`src/rtl/frame_pkg.sv`:
```
package frame_pkg;

    // ------------------------------
    // frame geometry
    // ------------------------------
    localparam int group_len  = 8;
    localparam int num_groups = 12;
    localparam int pkt_words  = num_groups * group_len;
    localparam int addr_w     = 7;
    localparam int pos_w      = $clog2(group_len);
    localparam int group_w    = addr_w - pos_w;

    // ------------------------------
    // address map
    // ------------------------------
    localparam logic [addr_w-1:0]  data_first      = 7'd7;
    localparam logic [addr_w-1:0]  data_last       = 7'd90;
    // groups below this write control words to address == group
    localparam logic [group_w-1:0] ctrl_low_groups = 4'd7;
    localparam logic [addr_w-1:0]  ctrl_high_base  = 7'd84;
    localparam logic [group_w-1:0] head_group      = 4'd3;
    localparam logic [group_w-1:0] shift_group0    = 4'd5;
    localparam logic [group_w-1:0] shift_group1    = 4'd6;

    // slots, credits, packet phase
    localparam int num_slots    = 2;
    localparam int slot_w       = $clog2(num_slots);
    localparam int init_credits = num_slots;
    localparam int phase_w      = 3;
    localparam logic [phase_w-1:0] prb1_phase = 3'd4;

endpackage

```
`src/rtl/pkt_ctrl.sv`:
```
`timescale 1ns/1ps

module pkt_ctrl
    import frame_pkg::*;
(
    input  logic                clk,
    input  logic                rst,
    input  logic                i_vld,
    input  logic                i_sop,
    input  logic                i_eop,
    output logic [addr_w-1:0]   o_wr_addr,
    output logic [slot_w-1:0]   o_wr_slot,
    output logic                o_wr_last,
    output logic [addr_w-1:0]   o_rd_addr,
    output logic [slot_w-1:0]   o_rd_slot,
    output logic                o_rd_active,
    output logic [phase_w-1:0]  o_phase,
    output logic [pos_w-1:0]    o_pos,
    output logic [group_w-1:0]  o_group,
    output logic                o_frame_last,
    output logic                o_credit
);

    logic [addr_w-1:0]    wr_addr;
    logic [slot_w-1:0]    wr_slot;
    logic [phase_w-1:0]   phase;
    logic [num_slots-1:0] full;
    logic                 rd_on;
    logic [addr_w-1:0]    rd_addr;
    logic [slot_w-1:0]    rd_slot;
    logic [slot_w-1:0]    rd_next;
    logic                 wr_done;
    logic                 rd_done;

    assign wr_done = i_vld && i_eop;
    assign rd_done = rd_on && (rd_addr == addr_w'(pkt_words - 1));
    assign rd_next = rd_slot + 1'b1;

    // ------------------------------
    // write side
    // ------------------------------
    always_ff @(posedge clk)
    begin
        if (rst)
        begin
            wr_addr <= '0;
            wr_slot <= '0;
            phase   <= '0;
        end
        else if (i_vld)
        begin
            if (i_eop)
            begin
                wr_addr <= '0;
                wr_slot <= wr_slot + 1'b1;
                phase   <= phase + 1'b1;
            end
            else
                wr_addr <= wr_addr + 1'b1;
        end
    end

    // slot full flags, set on packet end and cleared after the last read
    always_ff @(posedge clk)
    begin
        if (rst)
            full <= '0;
        else
        begin
            if (wr_done)
                full[wr_slot] <= 1'b1;
            if (rd_done)
                full[rd_slot] <= 1'b0;
        end
    end

    // ------------------------------
    // read side
    // ------------------------------
    // back-to-back readout when the other slot is already waiting
    always_ff @(posedge clk)
    begin
        if (rst)
        begin
            rd_on   <= 1'b0;
            rd_addr <= '0;
            rd_slot <= '0;
        end
        else if (rd_done)
        begin
            rd_addr <= '0;
            rd_slot <= rd_next;
            rd_on   <= full[rd_next];
        end
        else if (rd_on)
            rd_addr <= rd_addr + 1'b1;
        else
            rd_on <= full[rd_slot];
    end

    // status lined up with the buffer read data
    always_ff @(posedge clk)
    begin
        if (rst)
        begin
            o_rd_active  <= 1'b0;
            o_frame_last <= 1'b0;
            o_credit     <= 1'b0;
        end
        else
        begin
            o_rd_active  <= rd_on;
            o_frame_last <= rd_done;
            o_credit     <= rd_done;
        end
    end

    always_ff @(posedge clk)
    begin
        o_pos   <= rd_addr[pos_w-1:0];
        o_group <= rd_addr[addr_w-1:pos_w];
    end

    assign o_wr_addr = wr_addr;
    assign o_wr_slot = wr_slot;
    assign o_wr_last = wr_done;
    assign o_rd_addr = rd_addr;
    assign o_rd_slot = rd_slot;
    assign o_phase   = phase;

    // source credits must keep a new packet out of a slot still waiting for readout
    assert property (@(posedge clk) disable iff (rst) i_vld && i_sop |-> !full[wr_slot])
        else $error("pkt_ctrl: packet start into a full slot");

    assert property (@(posedge clk) disable iff (rst)
        i_vld && i_eop |-> wr_addr == addr_w'(pkt_words - 1))
        else $error("pkt_ctrl: eop not on the last packet word");

endmodule

```
`config.mk`:
```
export PLATFORM = sky130hd
export DESIGN_NAME = pkt_ctrl
export DESIGN_NICKNAME = d
export VERILOG_FILES = /design/src/rtl/frame_pkg.sv /design/src/rtl/pkt_ctrl.sv
export SDC_FILE = /design/constraint.sdc
export NUM_CORES = 1
export LEC_CHECK = 0
export BUFFER_PORTS_ARGS = -buffer_cell sky130_fd_sc_hd__buf_2
export CORE_MARGIN = 5
export CORE_UTILIZATION = 50
export CTS_CLUSTER_DIAMETER = 50
export DETAILED_ROUTE_END_ITERATION = 10
export GPL_TIMING_DRIVEN = 0
export PLACE_DENSITY = 0.78
export SYNTH_ARGS = -nofsm -noshare
export SYNTH_HDL_FRONTEND = slang
export SYNTH_SLANG_ARGS = --single-unit
export TNS_END_PERCENT = 100
```
`constraint.sdc`:
```
create_clock -name clk -period 3.6 [get_ports clk]
set_input_delay 0.54 -clock clk [delete_from_list [all_inputs] [get_ports clk]]
set_output_delay 0.54 -clock clk [all_outputs]
set_load 0.05 [all_outputs]
```
# Word level (Yosys, flattened, before mapping)
# Index checks and enable logic that the tools add are counted.
dict set report word_totals {
  register_bits 31
  latch_bits 0
  ramBits 0
  rom_bits 0
  input_bits 5
  elab_cells 45
  mem_count 0
}
dict set report op_classes {
  add_sub_neg 5
  n_mul 0
  div 0
  order_cmp 5
  eq_ne 1
  shifts 0
  n_mux 14
  n_bitwise 3
  n_reduce_logical 6
}
# op n
set ops {}
lappend ops {{$add 7x1->7 const B} 2}
lappend ops {{$mux 1} 8}
lappend ops {{$eq 7x7->1 const B} 1}
lappend ops {{$mux 7} 1}
lappend ops {{$lt 1x2->1 const B} 3}
lappend ops {{$mux 2} 3}
lappend ops {{$logic_and 1x1->1} 4}
lappend ops {{$add 3x1->3 const B} 1}
lappend ops {{$add 1x1->1 const B} 2}
lappend ops {{$and 2x2->2} 1}
lappend ops {{$demux 1 s1} 2}
lappend ops {{$ge 1x1->1 const B} 2}
lappend ops {{$not 2->2} 1}
lappend ops {{$or 2x2->2} 1}
lappend ops {{$reduce_and 2->1} 1}
lappend ops {{$reduce_or 2->1} 1}

# Logic depth before layout (Yosys ltp)
# Gate-level depths: netlist (run 1).
dict set report depth {
  word_depth 9
  mapped_depth 4
  mapped_depth_nobuf 4
}

# Least setup slack after synthesis (run 1)
# OpenSTA, ideal clock, no wires.
dict set report synth_path {
  path_type {register -> register}
  startpoint {reg rd_addr[0], in the netlist o_rd_addr[0]}
  endpoint {reg rd_slot, in the netlist o_rd_slot}
  setup_ns 0.121
  arrival_time_ns 1.759
  required_ns 3.479
  slack_ns 1.720
  path_stages_with_launch 5
  synth_period_minus_slack_ns 1.880
  cell_sequence {dfxtp_1 > ha_1 > nand3_2 > nor2_1 > mux2_2}
}
dict set report synth_via {
  elab_chain_len 2
}
# element line_no
set synth_rtl {}
lappend synth_rtl {{from (decl)} pkt_ctrl.sv:29} ;# logic [addr_w-1:0] rd_addr;
lappend synth_rtl {{from (signal assigned)} pkt_ctrl.sv:96} ;# rd_addr <= rd_addr + 1'b1;
lappend synth_rtl {{$eq 7x7->1} pkt_ctrl.sv:36} ;# assign rd_done = rd_on && (rd_addr == addr_w'(pkt_words - 1));
lappend synth_rtl {{$logic_and 1x1->1} pkt_ctrl.sv:36}
lappend synth_rtl {{to (signal assigned)} pkt_ctrl.sv:92} ;# rd_slot <= rd_next;
lappend synth_rtl {{to (decl)} pkt_ctrl.sv:30} ;# logic [slot_w-1:0] rd_slot;
# No other way between the ends.
# A chain may end at the register's enable or synchronous reset.

# Final worst setup path (run 1)
dict set report layout_path {
  startpoint {in i_vld}
  endpoint {out o_wr_last}
}
dict set report layout_via {
  elab_chain_len 1
}
# element line_no
set layout_rtl {}
lappend layout_rtl {{from (decl)} pkt_ctrl.sv:8} ;# input logic i_vld,
lappend layout_rtl {{$logic_and 1x1->1} pkt_ctrl.sv:35} ;# assign wr_done = i_vld && i_eop;
lappend layout_rtl {{to (decl)} pkt_ctrl.sv:13} ;# output logic o_wr_last,
# No other way between the ends.

==> results of run 1 <==
-- metrics by stage --
step           instance area [um^2]  instances  util, %
2_1_floorplan                  1150        114        -
3_3_place_gp                   1350        174     60.8
3_5_place_dp                   1350        174     60.8
4_1_cts                        1410        182     63.9
5_1_grt                        1410        182     63.9
6_report                       1410        182     63.9
-- registers in the layout, summed over array words and instances (netlist names), 2 cells and up --
signal     cells
o_pos          3
o_group        4
o_phase        3
o_rd_addr      7
full           2
o_wr_addr      7
-- kinds of logic (layout without fill, tap and decap cells) --
| logic type | Yosys count | count (layout) |
|---|---|---|
| AND/OR/NAND/NOR | 42 | 42 |
| buffers and inverters | 7 | 47 |
| adder cells (fa/ha/maj) | 3 | 3 |
| multiplexers | 4 | 4 |
| XOR/XNOR | 10 | 10 |
| AO/OA/AOI/OAI | 17 | 17 |
| flip-flops | 31 | 31 |
-- cells in the mapped netlist --
cell      instances  share of area, %
dfxtp_1          31                54
nor2_1           13               4.2
xor2_1            8               6.1
a21oi_1           7               3.0
nand2_1           7               2.3
a211oi_1          4               2.6
nor3_1            4               1.7
ha_1              3               3.3
mux2i_1           3               2.6
nand3_1           3               1.3
nand4_1           3               1.6
o21ai_0           3               1.3
inv_1             2              0.65
nand2b_1          2               1.1
nor2b_1           2               1.1
or3_1             2               1.1
xnor2_1           2               1.5
a21bo_2           1              0.87
a31oi_1           1              0.54
and2_1            1              0.54
and4_1            1              0.76
buf_1             1              0.33
buf_2             1              0.43
buf_4             1              0.65
buf_6             1              0.98
clkbuf_1          1              0.33
mux2_2            1              0.98
nand3_2           1              0.87
nand3b_1          1              0.65
nand4b_1          1              0.76
o21ba_2           1              0.87
or4b_1            1              0.87
-- routing by layer --
| metal | global-route usage, % | share of wire (%) | vias to the layer above |
|---|---|---|---|
| met5 | 0 | 0 | - |
| li1 | - | - | 475 |
| met4 | 6.95 | 1.8 | 0 |
| met2 | 26.6 | 51 | 33 |
| met3 | 5.35 | 8.6 | 7 |
| met1 | 15.1 | 39 | 434 |
-- report_power, final --
part	total, uW	leakage, uW	internal [uW]	switching (uW)
registers	359	0.000251	352	7.13
clock network	223	0.0000386	115	108
logic	65.3	0.000347	19.1	46.2
total	647	0.000637	486	161
-- critical path: cells and delay by family --
kind | cells | cell delay [ns]
buf+inv | 3 | 0.54
simple gates | 1 | 0.21
-- path summary, 6_finish.rpt --
check | startpoint | to | slack, ns | depth (start not counted)
max | i_vld | o_wr_last | 1.77 | 4
min reg2reg | o_rd_addr[1] | o_pos[1] | 0.40 | 0
min | o_rd_addr[1] | o_pos[1] | 0.40 | 0
max reg2reg | o_rd_addr[0] | o_rd_slot | 1.90 | 4
-- layout make-up --
class | instances | share of cell area, %
inverters | 2 | 0.531
well taps | 28 | 2.48
repair buffers | 32 | 11.3
flip-flops and latches | 31 | 43.9
multi-input cells | 76 | 34.7
clock buffers | 8 | 4.87
plain buffers | 5 | 2.21
==> results.yml, run 1 <==
sta:
  fin_tns_setup_ns: 0
  maxSlewViolCount: 0
  final_period_minus_worst_setup_slack_ns: 1.83
  clock-skew-final_ns: 0.00794
  timing.final.ws_setup_ns: 1.77
  fmax_mhz: 548
  timing.hold.ws_ns: 0.404
  final-setup-viol-count: 0
  final-hold-violation-count: 0
  final_worst_path_cycle_share_pct: 50.7
  setup_repair_after_global_routing_missed_its_margin: "false"
  max-slew-margin-rel_pct: 67.9
  worst_slew_pin_slew_ns: 0.479
setup_path:
  worst-endpoint-required_ns: 3.06
  crit_path_max_incr_delay_ns: 0.26
  cpMaxStageDelayCell: "buf_2"
  setup.worst_path.start_class: "input pin"
  worstPathMaxFanout: 10
  critPathKind: "in2out"
  critPathArrivalTime_ns: 1.29
  end_kind: "output port"
  crit_chain: "buf_2 -> nand2_1 -> inv_1 -> buf_2"
  timing.critical_path.mode_cell: "buf_2"
grt:
  grt_antenna_before_repair: 0
  groute.usage.overall_pct: 14.8
  pin_count_of_the_biggest_net_entering_global_routing: 11
  grt-ovfl-total: 0
  grt_pass1_vias: 896
  grt_first_pass_wirelength_um: 3860
synth:
  yosys.area_share.xor_xnor_pct: 7.62
  synthAdderAreaFrac_pct: 3.26
  ys_warn_count: 0
  post_synth_mux_area_share_pct: 3.59
  synthesis.area_per_instance_um2: 10.1
  synth_sequential_area_ratio_pct: 54.0
  synth.lib_cells_used.distinct: 32
  cell_count_after_synthesis: 114
  mappedNetlistArea_um2: 1150
  synth_top_family_by_area: "simple AND/OR/NAND/NOR gates"
  number_of_nets_produced_by_synthesis: 122
  complex_gate_fraction_of_the_synthesized_area_pct: 9.25
  synth_register_bits: 31
  simple_gate_share_of_the_synthesized_area_pct: 18.9
cells_and_area:
  layout.filler_cells: 201
  layout.cells.most_common_list: "buf_2 (33), dfxtp_1 (31), nor2_1 (13)"
  syn2layout_area_growth_pct: 23.0
  layout.nets: 161
  multiInputGateArea_um2: 490
  seq_area_um2: 621
  fraction_of_layout_cells_with_a_size_suffix_above_1_pct: 29.9
  num_antenna_cells: 0
  leading_cell_type_in_the_layout_fill_and_taps_excluded: "buf_2"
clocking:
  cts_num_sinks: 31
  postCtsSetupRepairBufs: 0
  post_cts_hold_buffer_count: 0
  clock_path_buffers: 2
  htree_levels: 2
  worstSkewPairLatency_ns: 0.32
  clock_tree_from_tritoncts: "yes"
  root_buffer: "clkbuf_4"
  cts_resized: 0
  cts_buffers: 5
  clkSlewWorstSetupHoldPaths_ns: 0.08
job:
  max-cap-violations: 0
place:
  buffer_ports.inserted: 32
  pre_cts_slack_ns: 1.77
  gpl.final_weighted_congestion: 0.696
  dp_hpwl_um: 1660
floorplan:
  overall_die_height_um: 58.0
  placeableCoreArea_um2: 2210
  initial_util_pct: 52.0
  die_area_um2: 3360
  chipWidth_um: 58.0
  rows: 17
  design.portCount: 35
routing:
  postRouteAntennaNets: 0
  drc: 0
  avg_vias_per_cell: 5.21
  firstDrtPassIters: 4
  route.vias.total: 949
  wl_per_cell_um: 12.4
  drt_iter0_drc: 15
  finalWirelength_um: 2260
power:
  p_leak_uw: 0.000637
  max_ir_drop_vdd_mv: 0.349
  total_power_uw: 647
  power_density_nw_per_um2: 458
outcome:
  run_status: "completed"
hold_path:
  hold_class: "reg2reg"
Power figures use the tool's default switching activity.
==> run 2: changes to the inputs <==
CORE_UTILIZATION = 49   (was 50)
PLACE_DENSITY = 0.77   (was 0.78)
clock period = 1.9 ns   (was 3.6 ns; I/O delays follow)
==> run 2 against run 1 <==
  * Global-route usage is 0.15 points higher
  * Power is 110% higher
  * Critical path depth stayed put
  * Highest routed layer unchanged
  * Largest cell class unchanged
  * Cell count stayed put
  * Setup slack worse by 1.6 ns
  * Register-to-register slack worse by 1.7 ns
  * Largest power group unchanged
==> results.yml, run 2 (synthesized netlist as in run 1, its figures left out) <==
routing:
  avg_vias_per_cell: 5.21
  wl_per_cell_um: 12.5
  finalWirelength_um: 2270
  firstDrtPassIters: 4
  postRouteAntennaNets: 0
  drt_iter0_drc: 13
  route.vias.total: 948
  drc: 0
clocking:
  clkSlewWorstSetupHoldPaths_ns: 0.10
  cts_buffers: 5
  worstSkewPairLatency_ns: 0.33
  htree_levels: 2
  cts_num_sinks: 31
  root_buffer: "clkbuf_4"
  clock_tree_from_tritoncts: "yes"
  cts_resized: 0
  post_cts_hold_buffer_count: 0
  clock_path_buffers: 2
  postCtsSetupRepairBufs: 0
cells_and_area:
  seq_area_um2: 621
  multiInputGateArea_um2: 490
  num_antenna_cells: 0
  layout.filler_cells: 202
  layout.nets: 161
  layout.cells.most_common_list: "buf_2 (33), dfxtp_1 (31), nor2_1 (13)"
  syn2layout_area_growth_pct: 24.5
  fraction_of_layout_cells_with_a_size_suffix_above_1_pct: 30.5
  leading_cell_type_in_the_layout_fill_and_taps_excluded: "buf_2"
sta:
  final_period_minus_worst_setup_slack_ns: 1.74
  final-hold-violation-count: 0
  final-setup-viol-count: 0
  worst_slew_pin_slew_ns: 0.522
  fmax_mhz: 576
  fin_tns_setup_ns: 0
  setup_repair_after_global_routing_missed_its_margin: "false"
  clock-skew-final_ns: 0.00839
  final_worst_path_cycle_share_pct: 91.4
  maxSlewViolCount: 0
  max-slew-margin-rel_pct: 65.1
setup_path:
  critPathKind: "reg2reg"
  critPathArrivalTime_ns: 1.96
  worstPathMaxFanout: 7
  r2r_path_start: "o_rd_addr[1]"
  worst-endpoint-required_ns: 2.12
  crit_path_start: "o_rd_addr[1]"
  end_kind: "flip-flop"
  setup.worst_path.start_class: "flip-flop"
grt:
  grt_antenna_before_repair: 0
  groute.usage.overall_pct: 14.9
  pin_count_of_the_biggest_net_entering_global_routing: 11
  grt_pass1_vias: 912
  grt_first_pass_wirelength_um: 3780
  grt-ovfl-total: 0
place:
  buffer_ports.inserted: 32
  gpl.final_weighted_congestion: 0.693
  dp_hpwl_um: 1650
hold_path:
  hold_class: "in2reg"
  hold_path.startpoint: "i_eop"
floorplan:
  design.portCount: 35
  initial_util_pct: 51.5
  chipWidth_um: 58.4
  placeableCoreArea_um2: 2230
  overall_die_height_um: 58.4
  rows: 17
  die_area_um2: 3420
power:
  max_ir_drop_vdd_mv: 0.969
  p_leak_uw: 0.000646
  total_power_uw: 1330
  power_density_nw_per_um2: 929
job:
  max-cap-violations: 0
outcome:
  run_status: "completed"
## run 2: cell types whose count changed in the layout (fill, tap and decap cells not counted), sizes merged
cell and change:
bufinv +1, clkinv +1, clkbuf -2
## run 2: metrics by stage
step / utilization (%) / area, um^2 / hold slack, ns / instances / setup WS (ns)
after floorplan: - / 1150 / 0.446 / 114 / 0.0204
after global placement: 60.2 / 1350 / 0.388 / 174 / 0.256
after detailed placement: 60.2 / 1350 / 0.398 / 174 / 0.209
after CTS: 64.1 / 1430 / 0.244 / 182 / 0.205
after global routing: 64.1 / 1430 / 0.250 / 182 / 0.0311
final: 64.1 / 1430 / 0.263 / 182 / 0.164
## run 2: layout make-up
type	instances	area share [%]
Clock inverter	2	2.45
Multi-Input combinational cell	76	34.3
Buffer	5	2.19
Tap cell	28	2.45
Clock buffer	6	3.58
Sequential cell	31	43.4
Timing Repair Buffer	32	11.2
Inverter	2	0.524
## run 2: path summary, 6_finish.rpt
kind,slack [ns],to,depth (start not counted)
setup / recovery,0.16,o_rd_slot,4
hold / removal,0.26,o_phase[1],3
setup reg to reg,0.16,o_rd_slot,4
hold reg to reg,0.41,o_group[3],0
## run 2: routing by layer
layer	global-route usage (%)	wire length (um)	vias to the layer above
met2	25.7	1120	35
met5	0	0	-
met3	5.92	189	4
met4	7.95	53	0
li1	-	-	469
met1	15.5	911	440
## run 2: where the power goes
part	internal, uW	switching, uW
combinational	36.2	86.1
sequential	667	13.7
clock	311	217
total	1010	317
## run 2: worst max-delay path, stage by stage, from the launching register on
cell and delay, ns:
dfxtp_1 0.41, ha_1 0.26, nand3_2 0.12, nor2_1 0.44
mux2_2 0.39
==> run 3: changes to the inputs <==
PLACE_DENSITY = 0.78   (was 0.77)
==> run 3 against run 2 <==
  * Sequential power is essentially flat
  * Maximum frequency increased by 0.81%
  * Routed wire length fell by 0.75%
  * Sequential cell count unchanged
  * Combinational power about the same
  * Sequential share of layout area up 0.54 points
  * Clock-buffer cell count is 2 higher
  * Cell count unchanged
  * First-iteration DRC count is 54% lower
  * Critical path type unchanged
  * Critical endpoint unchanged
  * Largest power group unchanged
==> results.yml, run 3 (synthesized netlist as in run 1, its figures left out) <==
outcome:
  run_status: "completed"
clocking:
  clock_path_buffers: 2
  clkSlewWorstSetupHoldPaths_ns: 0.09
  cts_num_sinks: 31
  cts_resized: 0
  cts_buffers: 5
  root_buffer: "clkbuf_4"
  postCtsSetupRepairBufs: 0
  htree_levels: 2
  clock_tree_from_tritoncts: "yes"
  post_cts_hold_buffer_count: 0
  worstSkewPairLatency_ns: 0.32
setup_path:
  worst-r2r-cell-count: 4
  worst-endpoint-required_ns: 2.12
  r2r_path_start: "o_rd_addr[0]"
  cp_num_cells: 4
  critPathKind: "reg2reg"
  count_of_buffering_cells_on_the_critical_path_with_inverters_included: 0
  end_kind: "flip-flop"
  setup.worst_path.start_class: "flip-flop"
  critPathArrivalTime_ns: 1.94
  crit_path_max_incr_delay_ns: 0.42
  worstPathMaxFanout: 7
  cp-endpoint: "o_rd_slot"
  critical_r2r_capture: "o_rd_slot"
  crit_path_start: "o_rd_addr[0]"
  regToRegSetupSlack_ns: 0.18
  cpMaxStageDelayCell: "nor2_1"
  crit_chain: "ha_1 -> nand3_2 -> nor2_1 -> mux2_2"
  cp_top_family: "simple AND/OR/NAND/NOR gates"
grt:
  grt-ovfl-total: 0
  groute.usage.overall_pct: 14.5
  grt_antenna_before_repair: 0
  grt_first_pass_wirelength_um: 3710
  pin_count_of_the_biggest_net_entering_global_routing: 11
  grt_pass1_vias: 911
sta:
  worst_slew_pin_slew_ns: 0.488
  timing.final.ws_setup_ns: 0.178
  final_period_minus_worst_setup_slack_ns: 1.72
  max-slew-margin-rel_pct: 67.4
  setup_repair_after_global_routing_missed_its_margin: "false"
  fin_tns_setup_ns: 0
  clock-skew-final_ns: 0.0109
  final-setup-viol-count: 0
  maxSlewViolCount: 0
  final_worst_path_cycle_share_pct: 90.6
  final-hold-violation-count: 0
  fmax_mhz: 581
place:
  placed_instance_area_um2: 1350
  pre_cts_slack_ns: 0.191
  dp_hpwl_um: 1710
  buffer_ports.inserted: 32
  place_inst: 174
  gpl.final_weighted_congestion: 0.700
routing:
  drc: 0
  wl_per_cell_um: 12.4
  finalWirelength_um: 2260
  postRouteAntennaNets: 0
  drt_iter0_drc: 6
  firstDrtPassIters: 4
  route.vias.total: 943
  avg_vias_per_cell: 5.18
floorplan:
  design.portCount: 35
  overall_die_height_um: 58.4
  rows: 17
  placeableCoreArea_um2: 2230
  initial_util_pct: 51.5
  die_area_um2: 3420
  chipWidth_um: 58.4
cells_and_area:
  final_instance_area_um2: 1410
  layout.cells.most_common_list: "buf_2 (33), dfxtp_1 (31), nor2_1 (13)"
  syn2layout_area_growth_pct: 23.0
  num_antenna_cells: 0
  layout.nets: 161
  fraction_of_layout_cells_with_a_size_suffix_above_1_pct: 29.9
  final_core_util_pct: 63.3
  final_cells: 182
  leading_cell_type_in_the_layout_fill_and_taps_excluded: "buf_2"
power:
  p_leak_uw: 0.000637
  max_ir_drop_vdd_mv: 0.589
  power_density_nw_per_um2: 868
job:
  max-cap-violations: 0
hold_path:
  hold_path.startpoint: "i_eop"
  hold_class: "in2reg"
run 3: cell types whose count changed in the layout (fill, tap and decap cells not counted):
cell and delta:
clkbuf_8 +1, bufinv_16 -1, clkinv_2 -1, clkbuf_1 +1
run 3: area by class of cell:
type / instances / area, um^2
Fill cell: 194 / 820
Sequential cell: 31 / 621
Multi-Input combinational cell: 76 / 490
Timing Repair Buffer: 32 / 160
Clock buffer: 8 / 68.8
Tap cell: 28 / 35.0
Buffer: 5 / 31.3
Inverter: 2 / 7.51
run 3: how the worst min path moves through the flow:
stage,depth (start not counted),slack (ns),end
final,3,0.27,o_phase[1]
after CTS,3,0.26,o_phase[1]
after detailed placement,0,0.40,o_pos[1]
after global placement,0,0.39,o_group[2]
after floorplan,2,0.45,o_phase[1]
after global routing,3,0.28,o_phase[1]
run 3: per-stage QoR:
stage	power (uW)	hold slack (ns)
finish	1230	0.267
global placement	815	0.390
floorplan	790	0.446
global route	1280	0.276
detailed placement	819	0.397
CTS	1240	0.259
run 3: tightest hold or removal path: cells and delay by family:
kind            cells  cell delay [ns]
compound gates      1             0.05
buf+inv             1             0.13
simple gates        1             0.08
run 3: power breakdown:
| part | total (uW) | internal (uW) | switching [uW] |
|---|---|---|---|
| logic | 122 | 36.1 | 85.8 |
| registers | 680 | 667 | 13.9 |
| clock network | 425 | 218 | 207 |
| total | 1230 | 920 | 307 |
run 3: metal layers:
layer / global-route usage [%] / vias up / wire [um]
li1: - / 470 / -
met1: 14.4 / 439 / 920
met2: 25.4 / 29 / 1100
met3: 6.58 / 5 / 196
met4: 6.95 / 0 / 35
met5: 0 / - / 0
